File: src/logic/mem_island_pkg.sv
/*
 * Shared widths, bank counts, address field positions and the
 * narrow/wide priority wait for the banked scratchpad
 */
`default_nettype none

package mem_island_pkg;

   // Port and bank geometry
   localparam int unsigned NarrowWidth     = 32;
   localparam int unsigned WideWidth       = 64;
   localparam int unsigned NarrowStrbWidth = NarrowWidth / 8;
   localparam int unsigned WideStrbWidth   = WideWidth / 8;
   localparam int unsigned NumSubBanks     = WideWidth / NarrowWidth;
   localparam int unsigned NumWideBanks    = 2;
   localparam int unsigned WordsPerBank    = 64;

   // Address layout: word | wide bank | sub-bank | byte offset
   localparam int unsigned SubSelBit  = $clog2(NarrowStrbWidth);
   localparam int unsigned BankSelBit = SubSelBit + $clog2(NumSubBanks);
   localparam int unsigned WordLsb    = BankSelBit + $clog2(NumWideBanks);
   localparam int unsigned AddrWidth  = WordLsb + $clog2(WordsPerBank);

   // Conflict cycles the wide port waits before it takes the bank
   localparam int unsigned PriorityWait = 2;

   typedef logic [NarrowWidth-1:0]     narrow_data_t;
   typedef logic [NarrowStrbWidth-1:0] narrow_strb_t;
   typedef logic [WideWidth-1:0]       wide_data_t;
   typedef logic [WideStrbWidth-1:0]   wide_strb_t;

   typedef logic [AddrWidth-1:0]               addr_t;
   typedef logic [$clog2(WordsPerBank)-1:0]    word_addr_t;
   typedef logic [$clog2(NumWideBanks)-1:0]    bank_sel_t;
   typedef logic [$clog2(NumSubBanks)-1:0]     sub_sel_t;
   typedef logic [$clog2(PriorityWait+1)-1:0]  prio_cnt_t;

endpackage

`default_nettype wire
File: src/logic/wide_port.sv
/*
 * Wide port: bank decode, grant select and the full-width
 * response from the registered bank select
 */
`timescale 1ns/1ps
`default_nettype none

module wide_port (
   input  logic                                clk_i,
   input  logic                                rst_ni,

   input  logic                                wide_req_i,
   input  mem_island_pkg::addr_t               wide_addr_i,
   input  logic                                wide_we_i,
   input  mem_island_pkg::wide_data_t          wide_wdata_i,
   input  mem_island_pkg::wide_strb_t          wide_strb_i,
   output logic                                wide_gnt_o,
   output logic                                wide_rvalid_o,
   output mem_island_pkg::wide_data_t          wide_rdata_o,

   output logic [mem_island_pkg::NumWideBanks-1:0] bank_req_o,
   output mem_island_pkg::word_addr_t          bank_addr_o,
   output logic                                bank_we_o,
   output mem_island_pkg::wide_data_t          bank_wdata_o,
   output mem_island_pkg::wide_strb_t          bank_strb_o,
   input  logic [mem_island_pkg::NumWideBanks-1:0] bank_gnt_i,
   input  mem_island_pkg::wide_data_t [mem_island_pkg::NumWideBanks-1:0] bank_rdata_i
);
   import mem_island_pkg::*;

   bank_sel_t bank_sel;
   bank_sel_t bank_sel_q;
   logic      rvalid_q;

   // Byte offset and sub-bank bits are ignored here
   assign bank_sel    = wide_addr_i[BankSelBit +: $bits(bank_sel_t)];
   assign bank_addr_o = wide_addr_i[WordLsb +: $bits(word_addr_t)];

   always_comb begin
      bank_req_o = '0;
      bank_req_o[bank_sel] = wide_req_i;
   end

   assign bank_we_o    = wide_we_i;
   assign bank_wdata_o = wide_wdata_i;
   assign bank_strb_o  = wide_strb_i;

   assign wide_gnt_o = wide_req_i & bank_gnt_i[bank_sel];

   always_ff @(posedge clk_i or negedge rst_ni) begin
      if (!rst_ni) begin
         rvalid_q   <= 1'b0;
         bank_sel_q <= '0;
      end else begin
         rvalid_q <= wide_gnt_o;
         if (wide_gnt_o) begin
            bank_sel_q <= bank_sel;
         end
      end
   end

   assign wide_rvalid_o = rvalid_q;
   assign wide_rdata_o  = bank_rdata_i[bank_sel_q];

   // Every response traces back to a granted request one cycle earlier
   a_rvalid_after_gnt: assert property (
      @(posedge clk_i) disable iff (!rst_ni)
      wide_rvalid_o |-> $past(wide_req_i && wide_gnt_o)
   );

endmodule

`default_nettype wire

File: config.mk
export PLATFORM = sky130hd
export DESIGN_NAME = wide_port
export DESIGN_NICKNAME = d
export VERILOG_FILES = /design/src/logic/mem_island_pkg.sv /design/src/logic/wide_port.sv
export SDC_FILE = /design/constraint.sdc
export NUM_CORES = 1
export LEC_CHECK = 0
export ABC_CLOCK_PERIOD_IN_PS = 1650
export BUFFER_PORTS_ARGS = -buffer_cell sky130_fd_sc_hd__clkbuf_2
export CAP_MARGIN = 25
export CORE_AREA = 2 2 142 144
export DETAILED_ROUTE_END_ITERATION = 8
export DIE_AREA = 0 0 144 146
export GPL_TIMING_DRIVEN = 1
export SYNTH_ARGS = -nofsm -noshare
export SYNTH_HDL_FRONTEND = slang
export SYNTH_SLANG_ARGS = --single-unit
File: constraint.sdc
create_clock -name clk_i -period 1.65 [get_ports clk_i]
set_input_delay 0.165 -clock clk_i [delete_from_list [all_inputs] [get_ports clk_i]]
set_output_delay 0.165 -clock clk_i [all_outputs]
set_load 0.03 [all_outputs]
==> results of run 1 <==
[cells by family after synthesis]
logic type / share of synthesized area [%]
buffers and inverters: 40.6
multiplexers: 54.0
AND/OR/NAND/NOR: 1.39
AO/OA/AOI/OAI: 1.00
flip-flops: 3.08
[tightest hold or removal path, delay by kind of cell]
family	cells	cell delay, ns
buffers and inverters	1	0.09
and+or+nand+nor	1	0.06
AOI/OAI and AO/OA	1	0.14
[power by group]
part           leakage (nW)  switching (mW)  internal [mW]
sequential           0.0229         0.00607         0.0560
combinational          1.33           0.655          0.520
clock                0.0382          0.0544          0.318
[placed cells by master (no fill, tap or decap), drive strengths merged]
cell type | netlist | layout
mux2 | 64 | 64
a22o | 1 | 1
and2 | 1 | 1
buf | 86 | 27
a21o | 1 | 1
mux2i | 1 | 1
dlygate4sd3 | 0 | 1
clkbuf | 0 | 180
dfrtp | 2 | 2
nand2 | 1 | 1
nor2b | 2 | 2
[Yosys cell counts (all sizes together)]
cell / number / area [sq um]
dfrtp: 2 / 50.1
a21o: 1 / 7.51
and2: 1 / 6.26
nand2: 1 / 3.75
nor2b: 2 / 12.5
buf: 86 / 659
mux2: 64 / 867
mux2i: 1 / 10.0
a22o: 1 / 8.76
[layout make-up]
class / count / area, sq um / share of cell area [%]
Timing Repair Buffer: 204 / 1070 / 43.8
Sequential cell: 2 / 53.8 / 2.19
Tap cell: 265 / 332 / 13.5
Multi-Input combinational cell: 71 / 916 / 37.3
Clock buffer: 4 / 78.8 / 3.21
[state kept, by name, indices dropped and copies added (netlist names)]
name,cells
bank_sel_q,1
wide_rvalid_o,1
[path summary, 6_finish.rpt]
| check | startpoint | end | slack (ns) | depth (start not counted) |
|---|---|---|---|---|
| setup / recovery | bank_sel_q | wide_rdata_o[60] | -0.00006 | 3 |
| hold / removal | bank_gnt_i[0] | bank_sel_q | 0.27 | 3 |
| setup reg to reg | bank_sel_q | bank_sel_q | 0.40 | 3 |
| hold reg to reg | bank_sel_q | bank_sel_q | 0.91 | 2 |
| max in group asynchronous | rst_ni | bank_sel_q | 1.26 | 2 |
| min in group asynchronous | rst_ni | bank_sel_q | 0.28 | 2 |
[per-layer routing]
| metal | GRT usage (%) | vias to the layer above | part of all wire, % |
|---|---|---|---|
| met5 | 0 | - | 0 |
| met4 | 2.60 | 0 | 3.9 |
| met3 | 2.83 | 30 | 18 |
| met2 | 9.50 | 173 | 47 |
| met1 | 4.02 | 630 | 31 |
| li1 | - | 706 | - |
[metrics by stage]
step	worst slack (ns)	setup TNS, ns	hold WS [ns]
finish	-0.0000615	-0.0000615	0.271
global route	-0.0413	-0.293	0.292
CTS	-0.00475	-0.00475	0.275
detailed placement	0.231	0	-0.0457
floorplan	0.471	0	-0.131
global placement	0.234	0	-0.0456
[repair_timing]
| action | in CTS | in global routing |
|---|---|---|
| endpoints found under the setup margin | 4 | 30 |
| endpoints found under the hold margin | 2 | 0 |
| resized for setup | 3 | 27 |
| hold buffers | 1 | 0 |
==> results.py, run 1 <==
metrics = {
    "synthesis": {
        "synth_fp_nets": 375,
        "syn_inst": 159,
        "synth.distinct_cells": 12,
        "synth-seq-area-share_pct": 3.08,
        "synth_seq_cells": 2,
        "syn_avg_cell_area_sq_um": 10.2,
        "yosysWarnings": 0,
        "syn_area_sq_mm": 0.00163,
    },
    "setup_path": {
        "cp_num_buf_inv": 2,
        "cpMaxStageDelayCell": "dfrtp_4",
        "cp_cell_sequence": "buf_12, mux2_2, clkbuf_2",
        "path_max_fanout": 30,
        "start_kind": "flip-flop",
        "slowest_delay_ns": 0.44,
        "cp-end-kind": "output pin",
        "worstPathRequired_ns": 1.48,
        "arrival_ns": 1.49,
        "worst_path_dominant_cell_family": "flip-flops",
        "critical_path_class": "reg -> out",
    },
    "placement": {
        "io_buffers": 201,
        "globalplace.congestion": 0.659,
        "placed_cells": 541,
        "place_hpwl_mm": 5.74,
        "place_area_sq_mm": 0.00235,
    },
    "global_routing": {
        "grt_antenna_before_repair": 0,
        "grt_max_degree": 37,
        "grt_pass1_vias": 1452,
        "grt_overflow": 0,
        "grtUsageTotal_pct": 5.02,
        "grt_pass1_wl_mm": 7.82,
    },
    "clock_network": {
        "clk_pin_slew_ns": 0.03,
        "post_cts_buffers": 0,
        "cts_buffer_depth": 2,
        "cts_tree": "built",
        "worstSkewPairLatency_ns": 0.22,
        "root_buffer": "clkbuf_16",
        "numClockSinks": 2,
        "cts_buffers": 3,
        "cts.htree.levels": 1,
    },
    "die": {
        "die_w_um": 144,
        "dieHeight_um": 146,
        "start_util_pct": 8.41,
        "placeableCoreArea_sq_mm": 0.0193,
        "num_rows": 51,
        "io_pins": 363,
        "die_area_sq_mm": 0.0210,
    },
    "timing": {
        "relSlewSlack_pct": 85.1,
        "setup_viol": 1,
        "setup_ws_ns": -0.0000615,
        "clock_skew_ns": 0,
        "period_minus_slack_ns": 1.65,
        "timing.fmax_ghz": 0.606,
        "min_period_over_period_pct": 100,
        "final_hold_viol_count": 0,
        "rsz0062_at_grt": "true",
        "drv_slew": 0,
        "tightest_slew_ns": 0.223,
    },
    "finish": {
        "fill_cells": 2230,
        "diodes": 0,
        "final_area_sq_mm": 0.00245,
        "final_nets": 498,
        "post-route-util_pct": 12.7,
        "fin_cells": 546,
        "area_growth_pct": 51.0,
        "post_route_cells_drive_above_1_share_pct": 96.4,
    },
    "worst_hold_path": {
        "hp-class": "in -> reg",
    },
    "routing": {
        "finalWirelength_mm": 6.29,
        "ant_nets": 0,
        "initialDrtViolationCount": 14,
        "via_count": 1539,
        "viasPerCell": 2.82,
        "drc": 0,
        "avgRoutedWirePerCell_um": 11.5,
        "dr.pass1.iters": 3,
    },
    "job": {
        "drv_cap": 0,
    },
    "outcome": {
        "violations": "negative setup slack",
        "status": "finished, violations left",
    },
    "power": {
        "power_density_mw_per_mm2": 656,
        "peakVddDrop_v": 0.000265,
        "power_mw": 1.61,
        "leakagePower_nw": 1.39,
    },
}
No activity file was read; power rests on OpenSTA's default activity.
==> run 2, diff against run 1 <==
ABC_CLOCK_PERIOD_IN_PS = 1400   (was 1650)
CORE_AREA = 2 2 141 143   (was 2 2 142 144)
DIE_AREA = 0 0 143 145   (was 0 0 144 146)
clock period = 1.4 ns   (was 1.65 ns; I/O delays follow)
==> run 2 against run 1 <==
Effect of this change: the flow still finishes with violations (negative setup slack); power up 40%; register-to-register slack got worse by 0.37 ns; clock power grew 20%; core utilization grew 2.8 points; clock skew unchanged; sequential cell count did not move; die area fell by 1.4%; non-clock buffer count up 3; highest routed layer unchanged.
==> results.py, run 2 (synthesis gave the netlist of run 1 again) <==
metrics = {
    "timing": {
        "timing.fmax_ghz": 0.627,
        "clock_skew_ns": 0,
        "final_hold_viol_count": 0,
        "tightest_slew_ns": 0.253,
        "setup_viol": 64,
        "setup_ws_ns": -0.194,
        "period_minus_slack_ns": 1.59,
        "rsz0062_at_grt": "true",
        "drv_slew": 0,
        "min_period_over_period_pct": 114,
        "relSlewSlack_pct": 83.1,
    },
    "routing": {
        "dr.pass1.iters": 4,
        "via_count": 1600,
        "drc": 0,
        "initialDrtViolationCount": 23,
        "viasPerCell": 2.91,
        "ant_nets": 0,
        "avgRoutedWirePerCell_um": 12.0,
        "finalWirelength_mm": 6.59,
    },
    "clock_network": {
        "cts_buffers": 3,
        "clk_pin_slew_ns": 0.03,
        "worstSkewPairLatency_ns": 0.22,
        "root_buffer": "clkbuf_16",
        "cts_buffer_depth": 2,
        "numClockSinks": 2,
        "cts.htree.levels": 1,
        "cts_tree": "built",
    },
    "power": {
        "netSwitchingPower_mw": 0.890,
        "internal_power_mw": 1.36,
        "seqPwrFrac_pct": 3.4,
        "peakVddDrop_v": 0.000358,
        "power_mw": 2.25,
        "leakagePower_nw": 1.59,
        "clkPwrFrac_pct": 19.8,
        "combPwrFrac_pct": 76.8,
        "power_density_mw_per_mm2": 754,
        "switching_share_pct": 39.6,
    },
    "die": {
        "die_w_um": 143,
        "start_util_pct": 8.46,
        "num_rows": 51,
        "io_pins": 363,
        "dieHeight_um": 145,
        "die_area_sq_mm": 0.0207,
        "placeableCoreArea_sq_mm": 0.0192,
    },
    "finish": {
        "diodes": 0,
        "final_nets": 501,
        "post_route_cells_drive_above_1_share_pct": 96.5,
        "final_common_cell": "clkbuf_2",
        "final_cell_mix": "clkbuf_2 (139), clkbuf_8 (46), mux2_4 (40)",
        "final_area_sq_mm": 0.00298,
        "area_growth_pct": 83.5,
    },
    "placement": {
        "io_buffers": 201,
        "globalplace.congestion": 0.653,
        "preCtsSetupSlack_ns": 0.0170,
        "place_hpwl_mm": 5.26,
        "place_area_sq_mm": 0.00235,
    },
    "global_routing": {
        "grt_antenna_before_repair": 0,
        "grt_pass1_wl_mm": 8.33,
        "grt_pass1_vias": 1616,
        "grt_max_degree": 33,
        "grt_overflow": 0,
        "grtUsageTotal_pct": 5.22,
    },
    "setup_path": {
        "worstPathRequired_ns": 1.26,
        "critical_path_class": "reg -> out",
        "start_kind": "flip-flop",
        "cp-end-kind": "output pin",
        "path_max_fanout": 26,
        "worstReg2RegStart": "bank_sel_q",
        "arrival_ns": 1.45,
        "worstSetupStartpoint": "bank_sel_q",
    },
    "job": {
        "drv_cap": 0,
    },
    "outcome": {
        "violations": "negative setup slack",
        "status": "finished, violations left",
    },
    "worst_hold_path": {
        "hp-class": "in -> async",
    },
}
==> run 2: cell count changes in the layout (fill, tap and decap cells not counted), sizes merged <==
cell and change:
buf -14, clkbuf +17
==> run 2: final timing paths <==
kind | to | slack, ns | cells past startpoint
max | wide_rdata_o[50] | -0.19 | 3
min | bank_sel_q | 0.26 | 2
max reg2reg | bank_sel_q | 0.03 | 4
min reg2reg | bank_sel_q | 0.99 | 3
max in group asynchronous | bank_sel_q | 1.03 | 2
min in group clk_i | wide_rvalid_o | 0.26 | 2
==> run 2: timing repair <==
action | in CTS | in global routing
pin swaps | 0 | 1
hold buffers | 1 | 0
endpoints found under the setup margin | 64 | 64
hold endpoints to repair | 2 | 0
gates cloned | 0 | 1
resized for setup | 117 | 9
setup buffers | 0 | 1
==> run 2: cell type report <==
cell class / instances / area, sq um
fillers: 2135 / 16200
flip-flops and latches: 2 / 53.8
repair buffers: 207 / 1600
clock buffers: 4 / 78.8
well taps: 265 / 332
multi-input cells: 71 / 920
==> run 2: critical path: stages (launching register included) <==
cell      delay (ns)
dfrtp_4         0.51
buf_12          0.19
mux2_4          0.32
clkbuf_4        0.18
==> run 2: through the flow <==
stage | hold WS (ns) | std cells | setup TNS [ns] | util (%)
final | 0.257 | 549 | -9.45 | 15.5
after global routing | 0.264 | 549 | -12.08 | 15.5
after CTS | 0.250 | 547 | -9.95 | 15.3
after detailed placement | -0.0719 | 542 | 0 | 12.3
after global placement | -0.0720 | 542 | 0 | 12.3
after floorplan | -0.156 | 159 | 0 | -
==> run 2: power groups by stage <==
stage | Combinational, mW | Sequential [mW] | Clock, mW
2_1_floorplan | 1.37 | 0.0709 | 0
6_report | 1.73 | 0.0758 | 0.445
3_3_place_gp | 1.36 | 0.0734 | 0
3_5_place_dp | 1.37 | 0.0737 | 0
5_1_grt | 1.81 | 0.0775 | 0.467
4_1_cts | 1.69 | 0.0731 | 0.457
==> run 2: routing by layer <==
metal	vias to the layer above	share of wire, %	track usage [%]
met5	-	0	0
met4	0	3.0	2.13
met3	32	15	2.24
met2	178	50	10.5
met1	681	32	4.31
li1	709	-	-
