==> src/logic/mem_island_pkg.sv <==
/*
 * Shared widths, bank counts, address field positions and the
 * narrow/wide priority wait for the banked scratchpad
 */
`default_nettype none

package mem_island_pkg;

   // Port and bank geometry
   localparam int unsigned NarrowWidth     = 32;
   localparam int unsigned WideWidth       = 64;
   localparam int unsigned NarrowStrbWidth = NarrowWidth / 8;
   localparam int unsigned WideStrbWidth   = WideWidth / 8;
   localparam int unsigned NumSubBanks     = WideWidth / NarrowWidth;
   localparam int unsigned NumWideBanks    = 2;
   localparam int unsigned WordsPerBank    = 64;

   // Address layout: word | wide bank | sub-bank | byte offset
   localparam int unsigned SubSelBit  = $clog2(NarrowStrbWidth);
   localparam int unsigned BankSelBit = SubSelBit + $clog2(NumSubBanks);
   localparam int unsigned WordLsb    = BankSelBit + $clog2(NumWideBanks);
   localparam int unsigned AddrWidth  = WordLsb + $clog2(WordsPerBank);

   // Conflict cycles the wide port waits before it takes the bank
   localparam int unsigned PriorityWait = 2;

   typedef logic [NarrowWidth-1:0]     narrow_data_t;
   typedef logic [NarrowStrbWidth-1:0] narrow_strb_t;
   typedef logic [WideWidth-1:0]       wide_data_t;
   typedef logic [WideStrbWidth-1:0]   wide_strb_t;

   typedef logic [AddrWidth-1:0]               addr_t;
   typedef logic [$clog2(WordsPerBank)-1:0]    word_addr_t;
   typedef logic [$clog2(NumWideBanks)-1:0]    bank_sel_t;
   typedef logic [$clog2(NumSubBanks)-1:0]     sub_sel_t;
   typedef logic [$clog2(PriorityWait+1)-1:0]  prio_cnt_t;

endpackage

`default_nettype wire
==> src/logic/narrow_port.sv <==
/*
 * Narrow port: bank and sub-bank decode, grant select and
 * read data steering through a delayed select
 */
`timescale 1ns/1ps
`default_nettype none

module narrow_port (
   input  logic                                clk_i,
   input  logic                                rst_ni,

   input  logic                                narrow_req_i,
   input  mem_island_pkg::addr_t               narrow_addr_i,
   input  logic                                narrow_we_i,
   input  mem_island_pkg::narrow_data_t        narrow_wdata_i,
   input  mem_island_pkg::narrow_strb_t        narrow_strb_i,
   output logic                                narrow_gnt_o,
   output logic                                narrow_rvalid_o,
   output mem_island_pkg::narrow_data_t        narrow_rdata_o,

   output logic [mem_island_pkg::NumWideBanks-1:0][mem_island_pkg::NumSubBanks-1:0] bank_req_o,
   output mem_island_pkg::word_addr_t          bank_addr_o,
   output logic                                bank_we_o,
   output mem_island_pkg::narrow_data_t        bank_wdata_o,
   output mem_island_pkg::narrow_strb_t        bank_strb_o,
   input  logic [mem_island_pkg::NumWideBanks-1:0] bank_gnt_i,
   input  mem_island_pkg::wide_data_t [mem_island_pkg::NumWideBanks-1:0] bank_rdata_i
);
   import mem_island_pkg::*;

   bank_sel_t bank_sel;
   bank_sel_t bank_sel_q;
   sub_sel_t  sub_sel;
   sub_sel_t  sub_sel_q;
   logic      rvalid_q;

   assign bank_sel    = narrow_addr_i[BankSelBit +: $bits(bank_sel_t)];
   assign sub_sel     = narrow_addr_i[SubSelBit +: $bits(sub_sel_t)];
   assign bank_addr_o = narrow_addr_i[WordLsb +: $bits(word_addr_t)];

   always_comb begin
      bank_req_o = '0;
      bank_req_o[bank_sel][sub_sel] = narrow_req_i;
   end

   assign bank_we_o    = narrow_we_i;
   assign bank_wdata_o = narrow_wdata_i;
   assign bank_strb_o  = narrow_strb_i;

   assign narrow_gnt_o = narrow_req_i & bank_gnt_i[bank_sel];

   // Select follows the SRAM latency so the response lines up
   always_ff @(posedge clk_i or negedge rst_ni) begin
      if (!rst_ni) begin
         rvalid_q   <= 1'b0;
         bank_sel_q <= '0;
         sub_sel_q  <= '0;
      end else begin
         rvalid_q <= narrow_gnt_o;
         if (narrow_gnt_o) begin
            bank_sel_q <= bank_sel;
            sub_sel_q  <= sub_sel;
         end
      end
   end

   assign narrow_rvalid_o = rvalid_q;
   assign narrow_rdata_o  = bank_rdata_i[bank_sel_q][NarrowWidth*sub_sel_q +: NarrowWidth];

endmodule

`default_nettype wire

==> config.mk <==
export PLATFORM = sky130hd
export DESIGN_NAME = narrow_port
export DESIGN_NICKNAME = d
export VERILOG_FILES = /design/src/logic/mem_island_pkg.sv /design/src/logic/narrow_port.sv
export SDC_FILE = /design/constraint.sdc
export NUM_CORES = 1
export LEC_CHECK = 0
export BUFFER_PORTS_ARGS = -buffer_cell sky130_fd_sc_hd__buf_2
export CELL_PAD_IN_SITES_DETAIL_PLACEMENT = 0
export CELL_PAD_IN_SITES_GLOBAL_PLACEMENT = 1
export CORE_MARGIN = 5
export CORE_UTILIZATION = 15
export CTS_BUF_LIST = sky130_fd_sc_hd__clkbuf_4 sky130_fd_sc_hd__clkbuf_8
export DETAILED_ROUTE_END_ITERATION = 10
export PLACE_DENSITY_LB_ADDON = 0.1
export SETUP_SLACK_MARGIN = 0.2
export SYNTH_ARGS = -nofsm -noshare
export SYNTH_HDL_FRONTEND = slang
export SYNTH_SLANG_ARGS = --single-unit
==> constraint.sdc <==
create_clock -name clk_i -period 1.85 [get_ports clk_i]
set_input_delay 0.37 -clock clk_i [delete_from_list [all_inputs] [get_ports clk_i]]
set_output_delay 0.37 -clock clk_i [all_outputs]
set_load 0.05 [all_outputs]
==> results of run 1 <==
==> through the flow <==
step / setup TNS [ns] / hold slack [ns] / utilization / cell area [um^2]
after floorplan: 0 / 0.0744 / - / 1310
after global placement: 0 / 0.172 / 0.229 / 1970
after detailed placement: 0 / 0.170 / 0.229 / 1970
after CTS: -2.67 / 0.441 / 0.264 / 2270
after global routing: -4.25 / 0.483 / 0.269 / 2310
final: -2.81 / 0.443 / 0.269 / 2310
==> flip-flops by register name (all words and copies together) (netlist names) <==
register,cells
narrow_rvalid_o,1
sub_sel_q,1
bank_sel_q,1
==> cell usage in the layout (no fill, tap or decap), drive strengths merged <==
master,count
buf,180
mux4,32
clkbuf,5
dfrtp,3
nand2,2
nor2,2
a21oi,2
and3b,1
nor3b,1
mux2i,1
nor2b,1
and3,1
mux2,1
dlygate4sd3,1
==> how the worst min path moves through the flow <==
| stage | slack [ns] | endpoint |
|---|---|---|
| floorplan | 0.07 | bank_sel_q |
| global placement | 0.17 | narrow_rvalid_o |
| detailed placement | 0.17 | narrow_rvalid_o |
| CTS | 0.44 | bank_sel_q |
| global route | 0.48 | bank_sel_q |
| finish | 0.44 | bank_sel_q |
==> tightest hold or removal path, stage by stage <==
cell and delay, ns:
buf_2 0.09, a21oi_1 0.06, nor2_1 0.10
==> logic make-up after synthesis <==
family	after synthesis	synth area share
DFF	3	0.0577
muxes	34	0.582
and+or+nand+nor	8	0.0356
buffers and inverters	51	0.317
AOI/OAI and AO/OA	2	0.00769
==> cell type report <==
class                      count  area share
clock buffer                   4      0.0211
multi-input combinational     44       0.347
sequential                     3      0.0330
tap                          108      0.0584
timing repair buffer         182       0.541
==> power by group through the flow <==
stage | registers [uW] | clock network [uW] | logic [uW]
finish | 87.0 | 209 | 1450
global route | 88.1 | 222 | 1520
CTS | 87.1 | 214 | 1440
detailed placement | 85.7 | 0 | 1210
global placement | 85.5 | 0 | 1210
floorplan | 81.4 | 0 | 1140
==> routing by layer <==
layer	vias up	wire length (um)	track usage	share of wire
li1	618	-	-	-
met1	652	2000	0.110	0.32
met5	-	0	0	0
met2	138	3090	0.170	0.50
met4	0	22	0.00996	0.0036
met3	2	1050	0.0494	0.17
==> repair_timing <==
item                       CTS  global route
resized for setup           68             1
hold buffers                 1             0
setup endpoints to repair   32            32
buffers inserted             2             1
cloned                       1             1
hold endpoints to repair     3             0
==> results.yml, run 1 <==
run_status:
  status: "complete, but fails checks"
  violations: "negative setup slack"
floorplanning:
  die_h_um: 103
  die_x_um: 103
  initial_core_util: 0.151
  die_area_um2: 10600
  placementRows: 34
  io_pins: 261
  coreArea_um2: 8590
finish:
  finalNetCount: 414
  multi_input_area_um2: 803
  finalNonFillerCells: 341
  num_antenna_cells: 0
  drive_gt1_frac: 0.948
  regArea_um2: 76.3
  area_growth_pct: 77.9
  fillers: 947
synth:
  ys_ff_latch: 3
  syn_area_um2: 1300
  avgSynthCellArea_um2: 13.3
  yosysTopAreaCellShare: 0.485
  yosysMostFrequentCell: "buf_4"
  ys_warn_count: 0
  synth_cells: 98
  synth_top_area_cell: "mux4_2"
  synth_enable_flop_cells: 0
  yosysSeqAreaShare: 0.0577
  synth_cell_types: 17
  async_flop_share: 1.00
  yosys-top-cells-area: "mux4_2, buf_4, mux4_1"
  synthFlopType: "dfrtp_1"
  synth_common_cells: "buf_4, mux4_2, mux4_1"
  synth_fp_nets: 278
power:
  vdd_drop_max_mv: 0.521
  sw_frac_of_total: 0.487
  netSwitchingPower_uw: 849
  p_comb_frac: 0.830
  p_clk_frac: 0.120
  seq_power_share: 0.050
  p_int_uw: 894
  power_uw: 1740
  power_density_nw_per_um2: 753
  cellLeakagePower_uw: 0.00113
place:
  gp_congestion: 0.666
  placed_cells: 331
  pre_cts_ws_ns: 0.0534
  io_buffers: 172
  dp_hpwl_mm: 5.24
critical_path:
  slowest_stage: "mux4_2"
  cp_top_family: "multiplexers"
  r2r_cells: 4
  cp.depth: 4
  worstPathMaxFanout: 4
  reg2reg_setup_slack_ns: 0.79
  rr_endpoint: "bank_sel_q"
  crit_buf_inv: 3
  path_class: "reg2out"
  path_cells: "buf_12 > clkbuf_16 > mux4_2 > buf_6"
  cp_data_arrival_time_ns: 1.59
  cp_data_required_time_ns: 1.48
  startpoint: "bank_sel_q"
  reg2reg_from: "bank_sel_q"
  start_kind: "register"
  end_kind: "output port"
  crit_end: "narrow_rdata_o[1]"
  max_stage_delay_ns: 0.50
clock_tree:
  clk_path_buf_depth: 2
  cts_max_level: 1
  clock-root-buffer: "clkbuf_8"
  clkTransAtPathRegs_ns: 0.03
  insertion_delay_ns: 0.22
  cts_tree: "built"
  cts_buffers: 3
  clock-sinks: 3
global_routing:
  grt_pass1_wl_mm: 7.97
  overflow: 0
  grt_pass1_vias: 1444
  grt_max_degree: 19
  grt_antenna_before_repair: 0
  grt_usage: 0.0970
sta:
  drv_slew: 0
  period_share: 1.06
  finClkSkew_ns: 0
  slew_headroom: 0.831
  hold_viol: 0
  max_freq_mhz: 510
  rsz0062_at_grt: "yes"
  fin_crit_ns: 1.96
  setup_viol: 32
  setup_slack_ns: -0.111
  worstMarginPinSlew_ns: 0.255
detailed_routing:
  wl_per_cell_um: 18.0
  route.detailed.drc: 0
  dr.pass1.iters: 4
  drt_iter0_drc: 19
  drtAntennaViolNets: 0
  dr_total_vias: 1410
  vias_per_cell: 4.13
  routed_wl_mm: 6.16
run:
  drv_cap: 0
min_path:
  hold_class: "in2reg"
  min-delay-start: "bank_gnt_i[1]"
  hold_depth: 3
Note: power is estimated with default switching activity, not from simulation.
==> run 2, diff against run 1 <==
--- a/config.mk
+++ b/config.mk
@@ -5,11 +5,12 @@
 export SDC_FILE = /design/constraint.sdc
 export NUM_CORES = 1
 export LEC_CHECK = 0
+export ABC_AREA = 1
 export BUFFER_PORTS_ARGS = -buffer_cell sky130_fd_sc_hd__buf_2
 export CELL_PAD_IN_SITES_DETAIL_PLACEMENT = 0
 export CELL_PAD_IN_SITES_GLOBAL_PLACEMENT = 1
 export CORE_MARGIN = 5
-export CORE_UTILIZATION = 15
+export CORE_UTILIZATION = 17
 export CTS_BUF_LIST = sky130_fd_sc_hd__clkbuf_4 sky130_fd_sc_hd__clkbuf_8
 export DETAILED_ROUTE_END_ITERATION = 10
 export PLACE_DENSITY_LB_ADDON = 0.1
==> constraint.sdc (replaced) <==
create_clock -name clk_i -period 1.85 [get_ports clk_i]
set_input_delay 0.2775 -clock clk_i [delete_from_list [all_inputs] [get_ports clk_i]]
set_output_delay 0.2775 -clock clk_i [all_outputs]
set_load 0.05 [all_outputs]
==> run 2 against run 1 <==
- the flow now finishes without violations
- power rose by 35%
- via count up 80%
- utilization grew 1.1 points
- hold slack worse by 0.13 ns
- register-to-register slack improved by 0.10 ns
- sequential share of layout area down 0.72 points
- wire length increased by 23%
- count of clock-buffer cells in the layout is the same
- clock power barely moved
- sequential power up 4.9%
- first-iteration DRC count rose by 130%
- largest power group unchanged
==> results.yml, run 2 <==
detailed_routing:
  dr.pass1.iters: 4
  routed_wl_mm: 7.56
  dr_total_vias: 2532
  vias_per_cell: 3.79
  route.detailed.drc: 0
  drtAntennaViolNets: 0
  drt_iter0_drc: 44
  wl_per_cell_um: 11.3
finish:
  final_cell_mix: "buf_2, nand2_1, inv_1, nor2_1, nand3_1"
  final_common_cell: "buf_2"
  finalNonFillerCells: 668
  final_core_util: 0.280
  area_growth_pct: 60.5
  drive_gt1_frac: 0.441
  finalNetCount: 709
  num_antenna_cells: 0
sta:
  rsz0062_at_grt: "yes"
  setup_viol: 0
  hold_viol: 0
  drv_slew: 0
  slew_headroom: 0.827
  fin_setup_tns_ns: 0
  worstMarginPinSlew_ns: 0.261
  period_share: 0.966
  finClkSkew_ns: 0
  fin_crit_ns: 1.79
  max_freq_mhz: 559
global_routing:
  grt_usage: 0.0905
  grt_antenna_before_repair: 0
  grt_pass1_wl_mm: 10.2
  grt_max_degree: 55
  overflow: 0
  top_usage_layer: "met2"
  grtUsageMet2: 0.184
  grt_pass1_vias: 2295
  use_met1: 0.0905
  use_met3: 0.0214
critical_path:
  end_kind: "output port"
  max_stage_delay_ns: 0.52
  cp_data_required_time_ns: 1.57
  path_class: "reg2out"
  start_kind: "register"
  worstPathMaxFanout: 21
  cp_data_arrival_time_ns: 1.51
  reg2reg_setup_slack_ns: 0.89
  slowest_stage: "dfrtp_4"
  crit_buf_inv: 2
  cp_top_family: "flip-flops"
  path_cells: "buf_12 > or2_2 > nand3_1 > nand2_1 > buf_4"
floorplanning:
  die_area_um2: 13400
  placementRows: 38
  initial_core_util: 0.174
  coreArea_um2: 10900
  io_pins: 261
  die_h_um: 116
  die_x_um: 116
synth:
  yosysTopAreaCellShare: 0.266
  avgSynthCellArea_um2: 4.75
  yosysMostFrequentCell: "nand2_1"
  synth_common_cells: "nand2_1, inv_1, nor2_1"
  synth_cells: 402
  synth_top_area_cell: "nand2_1"
  synthFlopType: "dfrtp_1"
  synth_fp_nets: 582
  synth_cell_types: 15
  synth_enable_flop_cells: 0
  yosysSeqAreaShare: 0.0393
  ys_warn_count: 0
  yosys-top-cells-area: "nand2_1, buf_4, inv_1"
  async_flop_share: 1.00
  ys_ff_latch: 3
  syn_area_um2: 1910
power:
  vdd_drop_max_mv: 0.413
  sw_frac_of_total: 0.561
  netSwitchingPower_uw: 1320
  p_comb_frac: 0.871
  cellLeakagePower_uw: 0.00195
  power_uw: 2350
  p_int_uw: 1030
  p_clk_frac: 0.090
  power_density_nw_per_um2: 769
  seq_power_share: 0.039
clock_tree:
  clock-root-buffer: "clkbuf_8"
  clock-sinks: 3
  cts_tree: "built"
  cts_max_level: 1
  cts_buffers: 3
  clk_path_buf_depth: 2
  insertion_delay_ns: 0.22
  clkTransAtPathRegs_ns: 0.04
place:
  io_buffers: 172
  dp_hpwl_mm: 5.70
  placed_cells: 656
  gp_congestion: 0.729
min_path:
  hold_class: "in2reg"
run:
  drv_cap: 0
run_status:
  status: "finished, final reports clean"
[run 2: cell count changes after synthesis, moves of 4 or more]
cell and delta:
or2_2 +19, mux4_2 -28, mux4_1 -4, buf_2 +5, or2_1 +6, inv_1 +66, buf_4 +4, or2_0 +7
nor2_1 +64, nand3_1 +35, nand2_1 +133
[run 2: layout make-up]
cell class,count,area [um^2]
clock buffer,4,48.8
fill,1316,7870
inverter,67,251
multi-input combinational,269,1270
sequential,3,78.8
tap,140,175
timing repair buffer,185,1240
[run 2: worst reg2reg max path, delay by kind of cell (launching register included)]
family / cells / cell delay (ns)
buf+inv: 1 / 0.19
simple gates: 2 / 0.13
flops: 1 / 0.52
[run 2: path summary, 6_finish.rpt]
check / startpoint / endpoint / cells past startpoint
setup reg to reg: bank_sel_q / bank_sel_q / 3
hold reg to reg: sub_sel_q / sub_sel_q / 2
setup / recovery: bank_sel_q / narrow_rdata_o[30] / 5
min in group asynchronous: rst_ni / narrow_rvalid_o / 2
hold / removal: narrow_addr_i[2] / sub_sel_q / 3
max in group asynchronous: rst_ni / bank_sel_q / 2
[run 2: cell families (layout without fill, tap and decap cells)]
group,after synthesis,count (layout),share of synthesized area
AO/OA/AOI/OAI,1,1,0.00262
buffers and inverters,130,256,0.366
flip-flops,3,3,0.0393
AND/OR/NAND/NOR,268,268,0.592
[run 2: per-layer routing]
layer / share of wire / up-vias
li1: - / 1365
met1: 0.36 / 1048
met2: 0.52 / 101
met3: 0.098 / 18
met5: 0 / -
met4: 0.019 / 0
[run 2: power groups by stage]
stage / sequential, uW / combinational, uW / clock [uW]
4_1_cts: 90.6 / 1810 / 218
6_report: 91.3 / 2050 / 212
5_1_grt: 93.6 / 2220 / 221
3_5_place_dp: 91.4 / 1690 / 0
3_3_place_gp: 91.6 / 1690 / 0
2_1_floorplan: 86.3 / 1490 / 0
[run 2: what timing repair did]
action                                  CTS  global route
hold buffers                              1             0
endpoints found under the setup margin   32            32
hold endpoints to repair                  3             0
cloned                                    0             3
gates resized for setup                  32            68
pin swaps                                 0             2
setup buffers                             0             4
[run 2: stage by stage]
step	setup WS (ns)	area, um^2	hold WS (ns)
6_report	0.0620	3060	0.315
5_1_grt	-0.00959	3060	0.333
4_1_cts	0.00920	2740	0.317
3_5_place_dp	0.234	2600	0.0798
3_3_place_gp	0.250	2600	0.0756
2_1_floorplan	0.365	1910	-0.0181
==> run 3, diff against run 2 <==
==> constraint.sdc (replaced) <==
create_clock -name clk_i -period 2 [get_ports clk_i]
set_input_delay 0.3 -clock clk_i [delete_from_list [all_inputs] [get_ports clk_i]]
set_output_delay 0.3 -clock clk_i [all_outputs]
set_load 0.05 [all_outputs]
==> run 3 against run 2 <==
- power is 2.1% higher
- largest cell class is now buffers
- worst setup slack better by 0.063 ns
- die area stayed put
- clock power is 11% lower
- clock skew stayed put
- combinational power is 4% higher
- critical path depth is 1 higher
- cell count is 0.90% higher
- utilization is 2.4 points higher
- count of clock-buffer cells in the layout stayed put
- non-clock buffer count is 6 higher
==> results.yml, run 3 (synthesized netlist as in run 2, its figures left out) <==
place:
  gp_congestion: 0.728
  io_buffers: 172
  dp_hpwl_mm: 5.73
critical_path:
  r2r_cells: 4
  startpoint: "bank_sel_q"
  slowest_stage: "dfrtp_4"
  cp_top_family: "flip-flops"
  reg2reg_from: "bank_sel_q"
  worstPathMaxFanout: 6
  max_stage_delay_ns: 0.49
  path_cells: "buf_8 > clkbuf_16 > or2_2 > nand3_1 > nand2_1 > buf_6"
  start_kind: "register"
  crit_buf_inv: 3
  reg2reg_setup_slack_ns: 0.88
  cp_data_arrival_time_ns: 1.57
  path_class: "reg2out"
  cp_data_required_time_ns: 1.70
  end_kind: "output port"
  rr_endpoint: "bank_sel_q"
sta:
  slew_headroom: 0.787
  drv_slew: 0
  rsz0062_at_grt: "yes"
  worstMarginPinSlew_ns: 0.319
  fin_crit_ns: 1.87
  finClkSkew_ns: 0
  hold_slack_ns: 0.339
  fin_setup_tns_ns: 0
  hold_viol: 0
  max_freq_mhz: 533
  period_share: 0.937
  setup_viol: 0
clock_tree:
  cts_buffers: 3
  clk_path_buf_depth: 2
  clock-sinks: 3
  clock-root-buffer: "clkbuf_8"
  clkTransAtPathRegs_ns: 0.03
  cts_tree: "built"
  cts_max_level: 1
  insertion_delay_ns: 0.21
global_routing:
  grtUsageMet2: 0.185
  grt_antenna_before_repair: 0
  grt_pass1_vias: 2306
  overflow: 0
  top_usage_layer: "met2"
  grt_pass1_wl_mm: 10.8
  grt_usage: 0.0976
  use_met1: 0.108
  use_met3: 0.0235
  grt_max_degree: 57
finish:
  final_core_util: 0.304
  final_cell_mix: "buf_2, nand2_1, inv_1, nor2_1, buf_6"
  num_antenna_cells: 0
  drive_gt1_frac: 0.472
  area_growth_pct: 74.4
  finalNetCount: 715
  final_common_cell: "buf_2"
detailed_routing:
  route.detailed.drc: 0
  drtAntennaViolNets: 0
  dr_total_vias: 2569
  vias_per_cell: 3.81
  dr.pass1.iters: 4
  drt_iter0_drc: 72
  routed_wl_mm: 8.22
  wl_per_cell_um: 12.2
run:
  drv_cap: 0
power:
  power_density_nw_per_um2: 722
  cellLeakagePower_uw: 0.00205
  vdd_drop_max_mv: 0.255
  power_uw: 2400
floorplanning:
  die_h_um: 116
  die_x_um: 116
  coreArea_um2: 10900
  die_area_um2: 13400
  io_pins: 261
  placementRows: 38
  initial_core_util: 0.174
min_path:
  min_to: "sub_sel_q"
  hold_depth: 3
  hold_class: "in2reg"
  min-delay-start: "narrow_addr_i[2]"
run_status:
  status: "finished, final reports clean"
run 3: metal layers:
layer	up-vias	wire length, um
met4	0	174
li1	1381	-
met2	105	4300
met3	18	767
met5	-	0
met1	1065	2980
run 3: area by class of cell:
class	instances	area, um^2
fill	1281	7610
multi-input combinational	269	1290
tap	140	175
inverter	67	251
timing repair buffer	191	1480
clock buffer	4	48.8
sequential	3	78.8
run 3: how the worst max path moves through the flow:
stage          cells after the start  slack, ns                  to
3_5_place_dp                       5       0.29  narrow_rdata_o[22]
4_1_cts                            5       0.13  narrow_rdata_o[22]
5_1_grt                            6       0.09   narrow_rdata_o[4]
2_1_floorplan                      4       0.49   narrow_rdata_o[0]
3_3_place_gp                       5       0.31  narrow_rdata_o[22]
6_report                           6       0.13   narrow_rdata_o[2]
run 3: per-stage QoR:
| step | area (um^2) | setup WS (ns) | cells |
|---|---|---|---|
| global placement | 2580 | 0.309 | 656 |
| floorplan | 1910 | 0.493 | 402 |
| finish | 3330 | 0.125 | 674 |
| CTS | 2790 | 0.128 | 664 |
| detailed placement | 2580 | 0.292 | 656 |
| global route | 3330 | 0.0893 | 674 |
run 3: report_power, final:
group / internal, uW / switching, uW
sequential: 71.2 / 8.66
clock: 149 / 39.1
combinational: 896 / 1240
run 3: repair_timing:
item,CTS,global route
endpoints found under the setup margin,32,32
gates resized for setup,27,120
endpoints found under the hold margin,3,0
hold buffers,1,0
gates cloned,2,7
pin swaps,0,18
setup buffers,1,3
run 3: tightest hold or removal path, stage by stage:
cell and delay (ns):
buf_2 0.11, nand2_1 0.06, nand2_1 0.05
